File: src/source/bo_pkg.sv
/* Widths, thresholds and types shared by the best-offset prefetch learner.
   Each RTL module imports what it needs from here. */
`default_nettype none

package bo_pkg;

  localparam int BLK_ADDR_W     = 26;
  localparam int OFFSET_W       = 4;
  localparam int NUM_OFFSETS    = (1 << OFFSET_W) - 1;
  localparam int SCORE_W        = 4;
  localparam int SCORE_MAX      = 8;
  localparam int SCORE_MIN      = 1;
  localparam int ROUND_MISSES   = 4;
  localparam int ROUND_CNT_W    = $clog2(ROUND_MISSES);
  localparam int TABLE_DEPTH    = 8;
  localparam int TABLE_IDX_W    = $clog2(TABLE_DEPTH);
  localparam int PAGE_BLK_BITS  = 6;
  localparam int DEFAULT_OFFSET = 1;

  typedef logic [BLK_ADDR_W-1:0] blk_addr_t;
  typedef logic [OFFSET_W-1:0]   offset_t;
  typedef logic [SCORE_W-1:0]    score_t;

  // One step of the offset scan
  typedef struct packed {
    logic    scan_v;
    offset_t test_offset;
  } scan_step_s;

  typedef enum logic [1:0] {
    IDLE,
    SCAN,
    UPDATE,
    ISSUE
  } learn_state_e;

endpackage

`default_nettype wire

File: src/source/bo_miss_queue.sv
/* Two-entry queue of missed block addresses. The head stays in place
   until the learn controller pops it. */
`timescale 1ns/1ps
`default_nettype none

module bo_miss_queue (
  input  logic              clk_i,
  input  logic              reset_i,
  input  bo_pkg::blk_addr_t miss_addr_i,
  input  logic              miss_v_i,
  output logic              miss_ready_o,
  input  logic              pop_i,
  output logic              head_v_o,
  output bo_pkg::blk_addr_t head_addr_o
);

  import bo_pkg::*;

  blk_addr_t  mem [2];
  logic       wr_ptr;
  logic       rd_ptr;
  logic [1:0] count;
  logic       push;

  assign push         = miss_v_i && miss_ready_o;
  assign miss_ready_o = (count != 2'd2);
  assign head_v_o     = (count != 2'd0);
  assign head_addr_o  = mem[rd_ptr];

  always_ff @(posedge clk_i) begin
    if (push) begin
      mem[wr_ptr] <= miss_addr_i;
    end
  end

  always_ff @(posedge clk_i) begin
    if (reset_i) begin
      wr_ptr <= 1'b0;
      rd_ptr <= 1'b0;
      count  <= 2'd0;
    end else begin
      if (push) begin
        wr_ptr <= ~wr_ptr;
      end
      if (pop_i) begin
        rd_ptr <= ~rd_ptr;
      end
      count <= count + {1'b0, push} - {1'b0, pop_i};
    end
  end

  // Controller only retires a miss it has seen
  assert property (@(posedge clk_i) disable iff (reset_i) pop_i |-> head_v_o)
    else $error("miss queue popped while empty");

endmodule

`default_nettype wire

File: src/source/bo_recent_table.sv
/* Recent-miss table for the offset scan. Eight addresses, oldest replaced
   first, looked up against head minus the offset under test. */
`timescale 1ns/1ps
`default_nettype none

module bo_recent_table (
  input  logic               clk_i,
  input  logic               reset_i,
  input  bo_pkg::scan_step_s step_i,
  input  bo_pkg::blk_addr_t  head_addr_i,
  input  logic               insert_i,
  output logic               hit_o
);

  import bo_pkg::*;

  blk_addr_t              entry [TABLE_DEPTH];
  logic [TABLE_DEPTH-1:0] entry_v;
  logic [TABLE_IDX_W-1:0] ins_ptr;
  blk_addr_t              test_addr;
  logic [TABLE_DEPTH-1:0] match;

  assign test_addr = head_addr_i - blk_addr_t'(step_i.test_offset);

  always_comb begin
    for (int i = 0; i < TABLE_DEPTH; i++) begin
      match[i] = entry_v[i] && (entry[i] == test_addr);
    end
  end

  assign hit_o = step_i.scan_v && (|match);

  always_ff @(posedge clk_i) begin
    if (insert_i) begin
      entry[ins_ptr] <= head_addr_i;
    end
  end

  // Pointer always sits on the oldest slot
  always_ff @(posedge clk_i) begin
    if (reset_i) begin
      entry_v <= '0;
      ins_ptr <= '0;
    end else if (insert_i) begin
      entry_v[ins_ptr] <= 1'b1;
      ins_ptr          <= ins_ptr + 1'b1;
    end
  end

endmodule

`default_nettype wire

File: src/source/bo_offset_scorer.sv
/* Per-offset scoring and round bookkeeping. Picks the best offset at the
   end of each round and holds it for the prefetch issue unit. */
`timescale 1ns/1ps
`default_nettype none

module bo_offset_scorer (
  input  logic               clk_i,
  input  logic               reset_i,
  input  bo_pkg::scan_step_s step_i,
  input  logic               hit_i,
  input  logic               round_note_i,
  output bo_pkg::offset_t    best_offset_o
);

  import bo_pkg::*;

  score_t                 score [1:NUM_OFFSETS];
  offset_t                run_best;
  score_t                 run_score;
  logic [ROUND_CNT_W-1:0] miss_cnt;
  logic                   ended_q;
  offset_t                best_q;
  offset_t                d;
  score_t                 next_score;
  logic                   bump;
  logic                   early_end;
  logic                   full_end;
  logic                   round_end;

  assign d          = step_i.test_offset;
  assign bump       = step_i.scan_v && hit_i && !ended_q;
  assign next_score = score[d] + 1'b1;
  assign early_end  = bump && (next_score == score_t'(SCORE_MAX));
  // The miss that ended a round early does not count toward the next one
  assign full_end   = round_note_i && !ended_q &&
                      (miss_cnt == ROUND_CNT_W'(ROUND_MISSES - 1));
  assign round_end  = early_end || full_end;

  always_ff @(posedge clk_i) begin
    if (reset_i || round_end) begin
      for (int i = 1; i <= NUM_OFFSETS; i++) begin
        score[i] <= '0;
      end
      run_best  <= offset_t'(DEFAULT_OFFSET);
      run_score <= '0;
    end else if (bump) begin
      score[d] <= next_score;
      // Ties go to the lower offset
      if ((next_score > run_score) || ((next_score == run_score) && (d < run_best))) begin
        run_score <= next_score;
        run_best  <= d;
      end
    end
  end

  always_ff @(posedge clk_i) begin
    if (reset_i) begin
      miss_cnt <= '0;
      ended_q  <= 1'b0;
      best_q   <= offset_t'(DEFAULT_OFFSET);
    end else if (early_end) begin
      miss_cnt <= '0;
      ended_q  <= 1'b1;
      best_q   <= d;
    end else if (round_note_i && ended_q) begin
      ended_q <= 1'b0;
    end else if (full_end) begin
      miss_cnt <= '0;
      best_q   <= (run_score > score_t'(SCORE_MIN)) ? run_best : offset_t'(DEFAULT_OFFSET);
    end else if (round_note_i) begin
      miss_cnt <= miss_cnt + 1'b1;
    end
  end

  assign best_offset_o = best_q;

  assert property (@(posedge clk_i) disable iff (reset_i) best_offset_o != '0)
    else $error("best offset is zero");

endmodule

`default_nettype wire

File: src/source/bo_prefetch_issue.sv
/* Builds the prefetch address from head and best offset, drops it at a
   page crossing, and holds it until the consumer accepts. */
`timescale 1ns/1ps
`default_nettype none

module bo_prefetch_issue (
  input  logic              clk_i,
  input  logic              reset_i,
  input  bo_pkg::blk_addr_t head_addr_i,
  input  bo_pkg::offset_t   best_offset_i,
  input  logic              issue_i,
  output logic              busy_o,
  output bo_pkg::blk_addr_t prefetch_addr_o,
  output logic              prefetch_v_o,
  input  logic              prefetch_ready_i
);

  import bo_pkg::*;

  blk_addr_t sum;
  logic      same_page;
  blk_addr_t addr_q;
  logic      v_q;

  assign sum       = head_addr_i + blk_addr_t'(best_offset_i);
  // Upper bits select the 4 KiB page
  assign same_page = (sum[BLK_ADDR_W-1:PAGE_BLK_BITS] ==
                      head_addr_i[BLK_ADDR_W-1:PAGE_BLK_BITS]);

  always_ff @(posedge clk_i) begin
    if (issue_i && same_page) begin
      addr_q <= sum;
    end
  end

  always_ff @(posedge clk_i) begin
    if (reset_i) begin
      v_q <= 1'b0;
    end else if (issue_i && same_page) begin
      v_q <= 1'b1;
    end else if (v_q && prefetch_ready_i) begin
      v_q <= 1'b0;
    end
  end

  assign prefetch_v_o    = v_q;
  assign prefetch_addr_o = addr_q;
  assign busy_o          = v_q;

  assert property (@(posedge clk_i) disable iff (reset_i)
    prefetch_v_o && !prefetch_ready_i |=> prefetch_v_o && $stable(prefetch_addr_o))
    else $error("prefetch dropped or changed under back-pressure");

endmodule

`default_nettype wire

File: src/source/bo_learn_ctrl.sv
/* Learn controller. Walks each queued miss through the offset scan, the
   table and score update, and the prefetch issue. */
`timescale 1ns/1ps
`default_nettype none

module bo_learn_ctrl (
  input  logic               clk_i,
  input  logic               reset_i,
  input  logic               head_v_i,
  input  logic               busy_i,
  output bo_pkg::scan_step_s step_o,
  output logic               insert_o,
  output logic               round_note_o,
  output logic               pop_o,
  output logic               issue_o
);

  import bo_pkg::*;

  learn_state_e state;
  learn_state_e state_n;
  offset_t      scan_off;
  logic         last_step;

  assign last_step = (scan_off == offset_t'(NUM_OFFSETS));

  always_ff @(posedge clk_i) begin
    if (reset_i) begin
      state    <= IDLE;
      scan_off <= offset_t'(1);
    end else begin
      state <= state_n;
      if (state == SCAN) begin
        scan_off <= last_step ? offset_t'(1) : scan_off + 1'b1;
      end
    end
  end

  always_comb begin
    state_n      = state;
    step_o       = '0;
    insert_o     = 1'b0;
    round_note_o = 1'b0;
    pop_o        = 1'b0;
    issue_o      = 1'b0;
    unique case (state)
      IDLE: begin
        if (head_v_i) begin
          state_n = SCAN;
        end
      end
      SCAN: begin
        step_o.scan_v      = 1'b1;
        step_o.test_offset = scan_off;
        if (last_step) begin
          state_n = UPDATE;
        end
      end
      UPDATE: begin
        insert_o     = 1'b1;
        round_note_o = 1'b1;
        state_n      = ISSUE;
      end
      ISSUE: begin
        // Head leaves the queue once its prefetch is handed over
        if (!busy_i) begin
          issue_o = 1'b1;
          pop_o   = 1'b1;
          state_n = IDLE;
        end
      end
      default: state_n = IDLE;
    endcase
  end

endmodule

`default_nettype wire

File: src/source/bo_prefetch_top.sv
/* Best-offset prefetcher top level. Takes missed block addresses under
   valid/ready and returns one prefetch block address per miss. */
`timescale 1ns/1ps
`default_nettype none

module bo_prefetch_top (
  input  logic              clk_i,
  input  logic              reset_i,
  input  bo_pkg::blk_addr_t miss_addr_i,
  input  logic              miss_v_i,
  output logic              miss_ready_o,
  output bo_pkg::blk_addr_t prefetch_addr_o,
  output logic              prefetch_v_o,
  input  logic              prefetch_ready_i,
  output bo_pkg::offset_t   offset_o
);

  import bo_pkg::*;

  logic       head_v;
  logic       pop;
  blk_addr_t  head_addr;
  scan_step_s step;
  logic       hit;
  logic       insert;
  logic       round_note;
  logic       issue;
  logic       busy;

  bo_miss_queue miss_queue (
    .clk_i        (clk_i),
    .reset_i      (reset_i),
    .miss_addr_i  (miss_addr_i),
    .miss_v_i     (miss_v_i),
    .miss_ready_o (miss_ready_o),
    .pop_i        (pop),
    .head_v_o     (head_v),
    .head_addr_o  (head_addr)
  );

  bo_learn_ctrl learn_ctrl (
    .clk_i        (clk_i),
    .reset_i      (reset_i),
    .head_v_i     (head_v),
    .busy_i       (busy),
    .step_o       (step),
    .insert_o     (insert),
    .round_note_o (round_note),
    .pop_o        (pop),
    .issue_o      (issue)
  );

  bo_recent_table recent_table (
    .clk_i       (clk_i),
    .reset_i     (reset_i),
    .step_i      (step),
    .head_addr_i (head_addr),
    .insert_i    (insert),
    .hit_o       (hit)
  );

  bo_offset_scorer offset_scorer (
    .clk_i         (clk_i),
    .reset_i       (reset_i),
    .step_i        (step),
    .hit_i         (hit),
    .round_note_i  (round_note),
    .best_offset_o (offset_o)
  );

  bo_prefetch_issue prefetch_issue (
    .clk_i            (clk_i),
    .reset_i          (reset_i),
    .head_addr_i      (head_addr),
    .best_offset_i    (offset_o),
    .issue_i          (issue),
    .busy_o           (busy),
    .prefetch_addr_o  (prefetch_addr_o),
    .prefetch_v_o     (prefetch_v_o),
    .prefetch_ready_i (prefetch_ready_i)
  );

endmodule

`default_nettype wire

File: config.mk
export PLATFORM = sky130hd
export DESIGN_NAME = bo_prefetch_top
export DESIGN_NICKNAME = d
export VERILOG_FILES = /design/src/source/bo_pkg.sv /design/src/source/bo_miss_queue.sv /design/src/source/bo_recent_table.sv /design/src/source/bo_offset_scorer.sv /design/src/source/bo_prefetch_issue.sv /design/src/source/bo_learn_ctrl.sv /design/src/source/bo_prefetch_top.sv
export SDC_FILE = /design/constraint.sdc
export NUM_CORES = 1
export LEC_CHECK = 0
export BUFFER_PORTS_ARGS = -buffer_cell sky130_fd_sc_hd__buf_4
export CAP_MARGIN = 20
export CORE_ASPECT_RATIO = 1.1
export CORE_UTILIZATION = 55
export CTS_CLUSTER_DIAMETER = 30
export DETAILED_ROUTE_END_ITERATION = 6
export PLACE_DENSITY = 0.79
export SLEW_MARGIN = 40
export SYNTH_ARGS = -nofsm -noshare
export SYNTH_HDL_FRONTEND = slang
export SYNTH_HIERARCHICAL = 1
export SYNTH_SLANG_ARGS = --single-unit
File: constraint.sdc
create_clock -name clk_i -period 7.8 [get_ports clk_i]
set_clock_uncertainty 0.05 [all_clocks]
set_input_delay 1.17 -clock clk_i [delete_from_list [all_inputs] [get_ports clk_i]]
set_output_delay 1.17 -clock clk_i [all_outputs]
set_load 0.005 [all_outputs]
* After elaboration in Yosys (flattened, before gate mapping)
Memory sizes are Yosys's and may differ from the RTL's. A register that Yosys moved wholly into a read port is not among the register bits. Cells that the tools add are included.
Word-level totals: bits in registers 63, latch bits 0, memory bits (writable) 320, bits in read-only memories 0, bits of input ports 30, output and inout port bits 32, word-level logic and storage cells 127, memories kept 3
Memory list:
- recent_table.entry | depth 8, width 26, rd ports 8, clocked after memory_dff 0, write ports 1, RTL line bo_recent_table.sv:17 | blk_addr_t entry [TABLE_DEPTH];
- offset_scorer.score | depth 15, width 4, rd ports 1, clocked after memory_dff 0, write ports 15, RTL line bo_offset_scorer.sv:17 | score_t score [1:NUM_OFFSETS];
- miss_queue.mem | depth 2, width 26, rd ports 1, clocked after memory_dff 1, write ports 1, RTL line bo_miss_queue.sv:19 | blk_addr_t mem [2];
Operators by class: add/subtract/negate cells 8, multiply operators 0, divide/modulo/power cells 0, order comparisons 5, eq/ne operators 21, shifts and indexed selects 0, multiplexer cells 35, bitwise gates (word level) 4, reduce and logical (&&, ||, !) cells 37
Operator list (number):
- $eq 26x26->1 | 8
- $mux 4 | 7
- $add 26x4->26 | 1
- $sub 26x4->26 | 1
- $eq 20x20->1 | 1
- $logic_and 1x1->1 | 20
- $mux 1 | 20
- $mux 2 | 5
- $reduce_bool 2->1 | 5
- $add 4x1->4 const B | 2
- $eq 4x4->1 const B | 2
- $or 8x8->8 | 1
- $pmux 2 s4 | 1
- $reduce_or 8->1 | 1
- $eq 2x2->1 const B | 3
- $ne 2x2->1 const B | 3
- $reduce_and 2->1 | 3
- $mux 5 | 1
- $eq 4x4->1 | 1
- $gt 4x1->1 const B | 1
- $gt 4x4->1 | 1
- $lt 3x4->1 const B | 1
- $lt 4x4->1 | 1
- $ne 2x1->1 const B | 2
- 14 further kinds | 18

* Depth between registers and ports, before layout
Gate-level depths: netlist of run 1.
depth after elaboration 16, gate-level depth with buffers 27, depth with buffers taken out 21

* Hierarchy
The synthesis of run 1 kept the hierarchy.
Modules (own cells, without submodules):
- bo_recent_table | times used 1, cells an instance 929, area each 11735.0 um^2, seq. area each 6466.2 um^2
- bo_offset_scorer | times used 1, cells an instance 340, area each 4051.4 um^2, seq. area each 2222.1 um^2
- bo_miss_queue | times used 1, cells an instance 110, area each 2124.5 um^2, seq. area each 1661.6 um^2
- bo_prefetch_issue | times used 1, cells an instance 116, area each 1490.2 um^2, seq. area each 800.8 um^2
- bo_learn_ctrl | times used 1, cells an instance 41, area each 381.6 um^2, seq. area each 120.1 um^2

* Worst setup path before layout of run 1
Ideal clock, no wire load.
kind reg-to-reg, start register learn_ctrl.state[1], end memory offset_scorer/score[4][0] (netlist bit), enable pin, setup time 335 ps, data arrival time 5338 ps, data required time 7415 ps, slack 2076 ps, stages on the path, launching flop included 26, path buffers 4, period minus slack after synthesis 5724 ps, cell sequence dfxtp_1 -> inv_1 -> ha_1 -> buf_2 -> and2_1 -> inv_1 -> ha_1 -> buf_6 -> a211o_1 -> or2_1 -> buf_6 -> nor4_4 -> o22ai_1 -> or3_1 -> a2111o_1 -> or4_1 -> nand4_1 -> o41a_1 -> nand2_1 -> nor2_1 -> and2_1 -> and3_1 -> o21a_1 -> nor3_4 -> buf_6 -> o21ai_1
RTL lines:
- start: declaration | RTL line bo_learn_ctrl.sv:20 | learn_state_e state;
- start signal: assignment | RTL line bo_learn_ctrl.sv:32 | state <= state_n;
- end: declaration | RTL line bo_offset_scorer.sv:17

==> results of run 1 <==
-- per-stage QoR --
| step | power (mW) | hold WS, ps | setup WS, ps | util [%] | cells |
|---|---|---|---|---|---|
| floorplan | 3.47 | 382 | 2080 | - | 1536 |
| detailed placement | 3.89 | 413 | 568 | 59.3 | 2059 |
| CTS | 7.08 | 424 | 532 | 66.5 | 2198 |
| global placement | 3.86 | 391 | 493 | 59.2 | 2059 |
| finish | 7.08 | 423 | 555 | 66.5 | 2198 |
| global route | 7.30 | 444 | 187 | 66.5 | 2198 |
-- placed cells by master (no fill, tap or decap), types with 9 or more instances in the layout --
master      instances
nor4_1             40
mux4_2             17
or4_1              11
nor2_1            111
xor2_1             72
nand3_1            43
nor4_2             10
nor2b_1            12
buf_4             116
or3_1              15
and3_1             15
o2111ai_1          15
a31oi_1             9
nand4_1            34
ha_1               25
mux2i_1            13
xnor2_1           161
o21ai_1            14
clkinvlp_4         13
a21oi_1            30
clkinv_2           10
mux2_2             18
a22oi_1            12
a211oi_1           11
inv_1              42
nand2b_1           27
nand2_1            69
nor3_1             32
clkbuf_16          78
o21ai_0            25
xnor3_1            23
edfxtp_1          350
dfxtp_1            38
-- state kept, by name, summed over array words and instances (netlist names), 8 cells and up, named ones only --
signal	cells
prefetch_issue/prefetch_addr_o	26
offset_scorer/score	64
recent_table/entry	208
recent_table/entry_v	8
miss_queue/mem	52
-- routing by layer --
layer / vias to the layer above / routed length (um)
met1: 6723 / 19400
met4: 0 / 2700
met2: 806 / 26200
li1: 6076 / -
met3: 168 / 4850
met5: - / 0
-- how the worst min path moves through the flow --
| stage | start | end | slack, ps |
|---|---|---|---|
| 2_1_floorplan | recent_table/entry_v[2]$_SDFFE_PP0P_ | recent_table/entry_v[2]$_SDFFE_PP0P_ | 380 |
| 3_3_place_gp | recent_table/entry_v[2]$_SDFFE_PP0P_ | recent_table/entry_v[2]$_SDFFE_PP0P_ | 390 |
| 3_5_place_dp | recent_table/entry_v[3]$_SDFFE_PP0P_ | recent_table/entry_v[3]$_SDFFE_PP0P_ | 410 |
| 4_1_cts | recent_table/entry_v[3]$_SDFFE_PP0P_ | recent_table/entry_v[3]$_SDFFE_PP0P_ | 420 |
| 5_1_grt | recent_table/entry_v[3]$_SDFFE_PP0P_ | recent_table/entry_v[3]$_SDFFE_PP0P_ | 440 |
| 6_report | recent_table/entry_v[3]$_SDFFE_PP0P_ | recent_table/entry_v[3]$_SDFFE_PP0P_ | 420 |
-- power by group through the flow --
stage / registers (mW) / logic [mW] / clock network, mW
2_1_floorplan: 2.51 / 0.956 / 0
3_3_place_gp: 2.52 / 1.33 / 0
3_5_place_dp: 2.53 / 1.36 / 0
4_1_cts: 2.49 / 1.38 / 3.21
5_1_grt: 2.50 / 1.49 / 3.31
6_report: 2.49 / 1.40 / 3.19
-- critical path, stage by stage, from the launching register on --
cell       delay (ps)
dfxtp_1           330
inv_1              90
ha_1              480
and2_2            460
inv_1              90
ha_1              450
a211o_1           340
or2_1             440
buf_4             280
nor3_2            310
o32ai_1           150
a2111oi_0         390
o2111ai_1         230
or4_1             520
nor4_1            480
o41a_1            320
nand2_1            90
nor2_1            290
and2_1            220
and3_1            240
o21a_1            210
nor3_4            130
o21ai_0           290
-- layout make-up --
| cell class | instances | area, sq um |
|---|---|---|
| Clock buffer | 88 | 2010 |
| Clock inverter | 51 | 532 |
| Fill cell | 2488 | 11800 |
| Inverter | 43 | 161 |
| Multi-Input combinational cell | 1031 | 8050 |
| Sequential cell | 388 | 11300 |
| Tap cell | 481 | 602 |
| Timing Repair Buffer | 116 | 871 |
-- logic make-up (layout without fill, tap and decap cells) --
| kind of cell | after synthesis | after routing |
|---|---|---|
| xor gates and xnor gates | 260 | 260 |
| AOI/OAI and AO/OA | 203 | 203 |
| adders and majority gates | 28 | 28 |
| muxes | 57 | 57 |
| buffers and inverters | 117 | 298 |
| DFF | 388 | 388 |
| and+or+nand+nor | 483 | 483 |
==> out/qor.yml, run 1 <==
busiest_layer: "met2"
viasPerCell: 6.27
power_frac_comb_pct: 19.8
dieArea_sq_um: 36700
r2r_slack_ps: 560
initialDrtViolationCount: 1740
synth_top_family_by_area: "simple AND/OR/NAND/NOR gates"
start_kind: "flop"
antenna_found_initial: 0
slew_headroom_pct: 40.5
crit_required_ps: 7960
synth_compound_area_share_pct: 7.43
clk_latency_ps: 580
ys.flop_type: "edfxtp_1"
io_pins: 62
synth_area_sq_um: 19800
synth_top_cells_by_count: "edfxtp_1 (350), xnor2_1 (162), nor2_1 (117)"
detail-route-antenna-nets: 0
post_cts_buffers: 0
ir_drop_v: 0.000200
rr_worst_depth: 22
drive_gt1_share_pct: 19.4
final.period_utilization_pct: 92.9
avgSynthCellArea_sq_um: 12.9
endpoint: "offset_scorer/score[12][3]$_SDFFCE_PN0P_"
vias: 13800
synthCells: 1536
critPathCaptureType: "flop"
clkPwrFrac_pct: 45.0
synth-seq-cells: 388
netlist_top_cells_area: "edfxtp_1 (53%), xnor2_1 (7.2%), dfxtp_1 (3.8%)"
coreArea_sq_um: 35300
fmax_mhz: 138
cts_buffer_depth: 3
clockRootBuffer: "clkbuf_16"
cts_resized: 0
grtUsageMet1_pct: 37.1
grt_pass1_vias: 13900
outcome: "finished clean"
switching_share_pct: 28.9
synth_xor_area_share_pct: 13.2
die_x_um: 183
yosys.area_share.simple_pct: 13.6
drt-total-wl_mm: 53.1
cts_sinks: 388
grt_overflow: 0
area_growth_pct: 18.8
hold_depth: 2
cts_tree: "yes"
ys.warnings.count: 6
min_path_type: "reg -> reg"
use_met2_pct: 48.5
antenna_cells: 0
intPower_mw: 5.04
r2r-start: "learn_ctrl/state[1]$_SDFFE_PP0P_"
synth_cell_types: 97
async_reset_ff_share_pct: 0
tns_ps: 0
seq_power_share_pct: 35.2
gp_congestion: 0.995
synth_area_leader_cell: "edfxtp_1"
cp.arrival_ps: 7410
synth_mux_area_share_pct: 4.21
grtUsageTotal_pct: 29.4
syn-num-nets: 1593
fin_area_sq_um: 23500
nets: 1712
grt_max_degree: 48
cp-startpoint: "learn_ctrl/state[1]$_SDFFE_PP0P_"
synth_top_area_share_pct: 53.1
place_area_sq_um: 20900
crit_type: "reg -> reg"
yosysMostFrequentCell: "edfxtp_1"
rsz0062_at_grt: "false"
maxCapViolCount: 0
ctsHoldBuffers: 0
path_max_fanout: 17
synth_edf_count: 350
hold_viol: 0
powerDensity_nw_per_um2: 301
htreeDepth: 3
first_pass_iters: 6
detailed_place_hpwl_mm: 35.3
met3_usage_pct: 5.32
cts_buffers: 75
slew_viol_final: 0
drc: 0
start_util_pct: 56.0
num_rows: 72
grt_pass1_wl_mm: 81.4
wl_per_cell_um: 24.2
layout_min_cycle_time_ps: 7240
portBuffers: 61
setup_viol: 0
clk_pin_slew_ps: 50
synthAdderAreaFrac_pct: 1.83
tightest_slew_ps: 885
dieHeight_um: 201
yosysSeqAreaShare_pct: 57.0
p_leak_nw: 8.13
switching_power_mw: 2.04
reg2reg_to: "offset_scorer/score[12][3]$_SDFFCE_PN0P_"
Power figures use the tool's default switching activity.
==> run 2: changes to the inputs <==
--- a/config.mk
+++ b/config.mk
@@ -5,13 +5,13 @@
 export SDC_FILE = /design/constraint.sdc
 export NUM_CORES = 1
 export LEC_CHECK = 0
-export BUFFER_PORTS_ARGS = -buffer_cell sky130_fd_sc_hd__buf_4
 export CAP_MARGIN = 20
 export CORE_ASPECT_RATIO = 1.1
 export CORE_UTILIZATION = 55
 export CTS_CLUSTER_DIAMETER = 30
 export DETAILED_ROUTE_END_ITERATION = 6
-export PLACE_DENSITY = 0.79
+export DONT_BUFFER_PORTS = 1
+export PLACE_DENSITY = 0.77
 export SLEW_MARGIN = 40
 export SYNTH_ARGS = -nofsm -noshare
 export SYNTH_HDL_FRONTEND = slang
==> run 2 against run 1 <==
Register-to-register slack lost 170 ps. Utilization shrank 0.98 points. Combinational power shrank 3%. Worst setup slack lost 170 ps. Critical path depth grew 1. Non-clock buffer count shrank 56. Design area shrank 1.5%.
==> out/qor.yml, run 2 (synthesis results as in run 1) <==
fmax_mhz: 135
slowest_stage: "or4_1"
worstHoldStart: "recent_table/entry_v[7]$_SDFFE_PP0P_"
grtUsageTotal_pct: 29.8
cts_buffers: 78
slew_headroom_pct: 44.7
viasPerCell: 6.30
cts_tree: "yes"
detailed_place_hpwl_mm: 36.7
outcome: "finished clean"
grt_overflow: 0
post_cts_buffers: 0
path_max_fanout: 18
final_cell_mix: "edfxtp_1 (350), xnor2_1 (161), nor2_1 (111), clkbuf_16 (80), xor2_1 (72)"
drt-total-wl_mm: 53.3
p_leak_nw: 7.91
top_regs: "recent_table/entry (208), offset_scorer/score (64), miss_queue/mem (52)"
die_x_um: 183
grt_pass1_wl_mm: 82.0
setup_viol: 0
crit_type: "reg -> reg"
drive_gt1_share_pct: 16.8
slew_viol_final: 0
critPathCaptureType: "flop"
final_common_cell: "edfxtp_1"
rsz0062_at_grt: "false"
final_util_pct: 65.5
grt_pass1_vias: 13700
maxCapViolCount: 0
cts_sinks: 388
hold_viol: 0
largest_reg_flops: 208
drc: 0
tns_ps: 0
dieHeight_um: 201
clockRootBuffer: "clkbuf_16"
antenna_cells: 0
powerDensity_nw_per_um2: 309
cp-startpoint: "learn_ctrl/state[1]$_SDFFE_PP0P_"
io_pins: 62
r2r-start: "learn_ctrl/state[1]$_SDFFE_PP0P_"
cp_cell_sequence: "inv_1 -> ha_1 -> and2_4 -> inv_1 -> ha_1 -> a211o_1 -> or2_1 -> buf_4 -> nor3_2 -> buf_4 -> o32ai_1 -> a2111oi_0 -> o2111ai_1 -> or4_1 -> nor4_1 -> o41a_1 -> nand2_1 -> nor2_1 -> and2_1 -> and3_1 -> o21a_1 -> nor3_4 -> o21ai_1"
first_pass_iters: 6
regMostFlops: "recent_table/entry"
cts_buffer_depth: 3
gp_congestion: 0.955
layout_min_cycle_time_ps: 7410
detail-route-antenna-nets: 0
start_kind: "flop"
start_util_pct: 56.0
tightest_slew_ps: 829
vias: 13500
portBuffers: 0
slowest_delay_ps: 550
nets: 1659
wl_per_cell_um: 24.8
area_growth_pct: 17.0
dieArea_sq_um: 36700
initialDrtViolationCount: 1570
grt_max_degree: 48
htreeDepth: 3
antenna_found_initial: 0
ir_drop_v: 0.000216
clk_pin_slew_ps: 50
cp.arrival_ps: 7590
rr_worst_depth: 23
min_path_type: "reg -> reg"
hold_depth: 2
crit_required_ps: 7980
clk_latency_ps: 590
ctsHoldBuffers: 0
coreArea_sq_um: 35300
num_rows: 72
final.period_utilization_pct: 95.0
## run 2: changes by cell type in the layout (fill, tap and decap cells not counted), sizes merged
cell      before  now
inv           47   58
bufinv         7    8
clkinvlp      13    8
clkbuf        88   87
buf          116   60
clkinv        27   24
## run 2: final cells by class
cell class / count / area [sq um]
flip-flops and latches: 388 / 11300
well taps: 481 / 602
inverters: 43 / 161
repair buffers: 60 / 450
multi-input cells: 1031 / 8030
clock inverters: 55 / 594
clock buffers: 87 / 2040
fillers: 2550 / 12200
## run 2: what timing repair did
item / CTS / global route
gates resized for setup: 0 / 2
endpoints found under the hold margin: 0 / 0
setup endpoints to repair: 0 / 80
## run 2: through the flow
step	cell area [sq um]	worst slack (ps)	total power, mW	cells	hold slack (ps)
detailed placement	20500	524	3.87	2003	408
CTS	23100	466	7.17	2145	430
floorplan	19800	2080	3.47	1536	382
finish	23100	387	7.16	2145	429
global placement	20500	620	3.85	2003	394
global route	23100	7.01	7.38	2145	455
## run 2: worst max-delay path, delay by kind of cell, from the launching register on
family	cells	cell delay, ps
AO/OA/AOI/OAI	7	2010
adder cells (fa/ha/maj)	2	760
buffers and inverters	4	710
flip-flops	1	330
AND/OR/NAND/NOR	10	3180
## run 2: worst paths after layout
path	to	slack, ps
setup / recovery	offset_scorer/score[11][0]$_SDFFCE_PN0P_	390
hold / removal	recent_table/entry_v[7]$_SDFFE_PP0P_	430
setup reg to reg	offset_scorer/score[11][0]$_SDFFCE_PN0P_	390
hold reg to reg	recent_table/entry_v[7]$_SDFFE_PP0P_	430
## run 2: routing by layer
layer | track usage, % | up-vias | part of all wire, %
met4 | 15.3 | 0 | 4.7
met1 | 37.3 | 6702 | 38
met3 | 5.06 | 168 | 7.1
li1 | - | 5969 | -
met5 | 0 | - | 0
met2 | 49.8 | 685 | 50
## run 2: power by group
| group | switching (mW) | internal [mW] |
|---|---|---|
| registers | 0.0566 | 2.44 |
| logic | 0.872 | 0.492 |
| clock network | 1.13 | 2.17 |
| total | 2.06 | 5.10 |
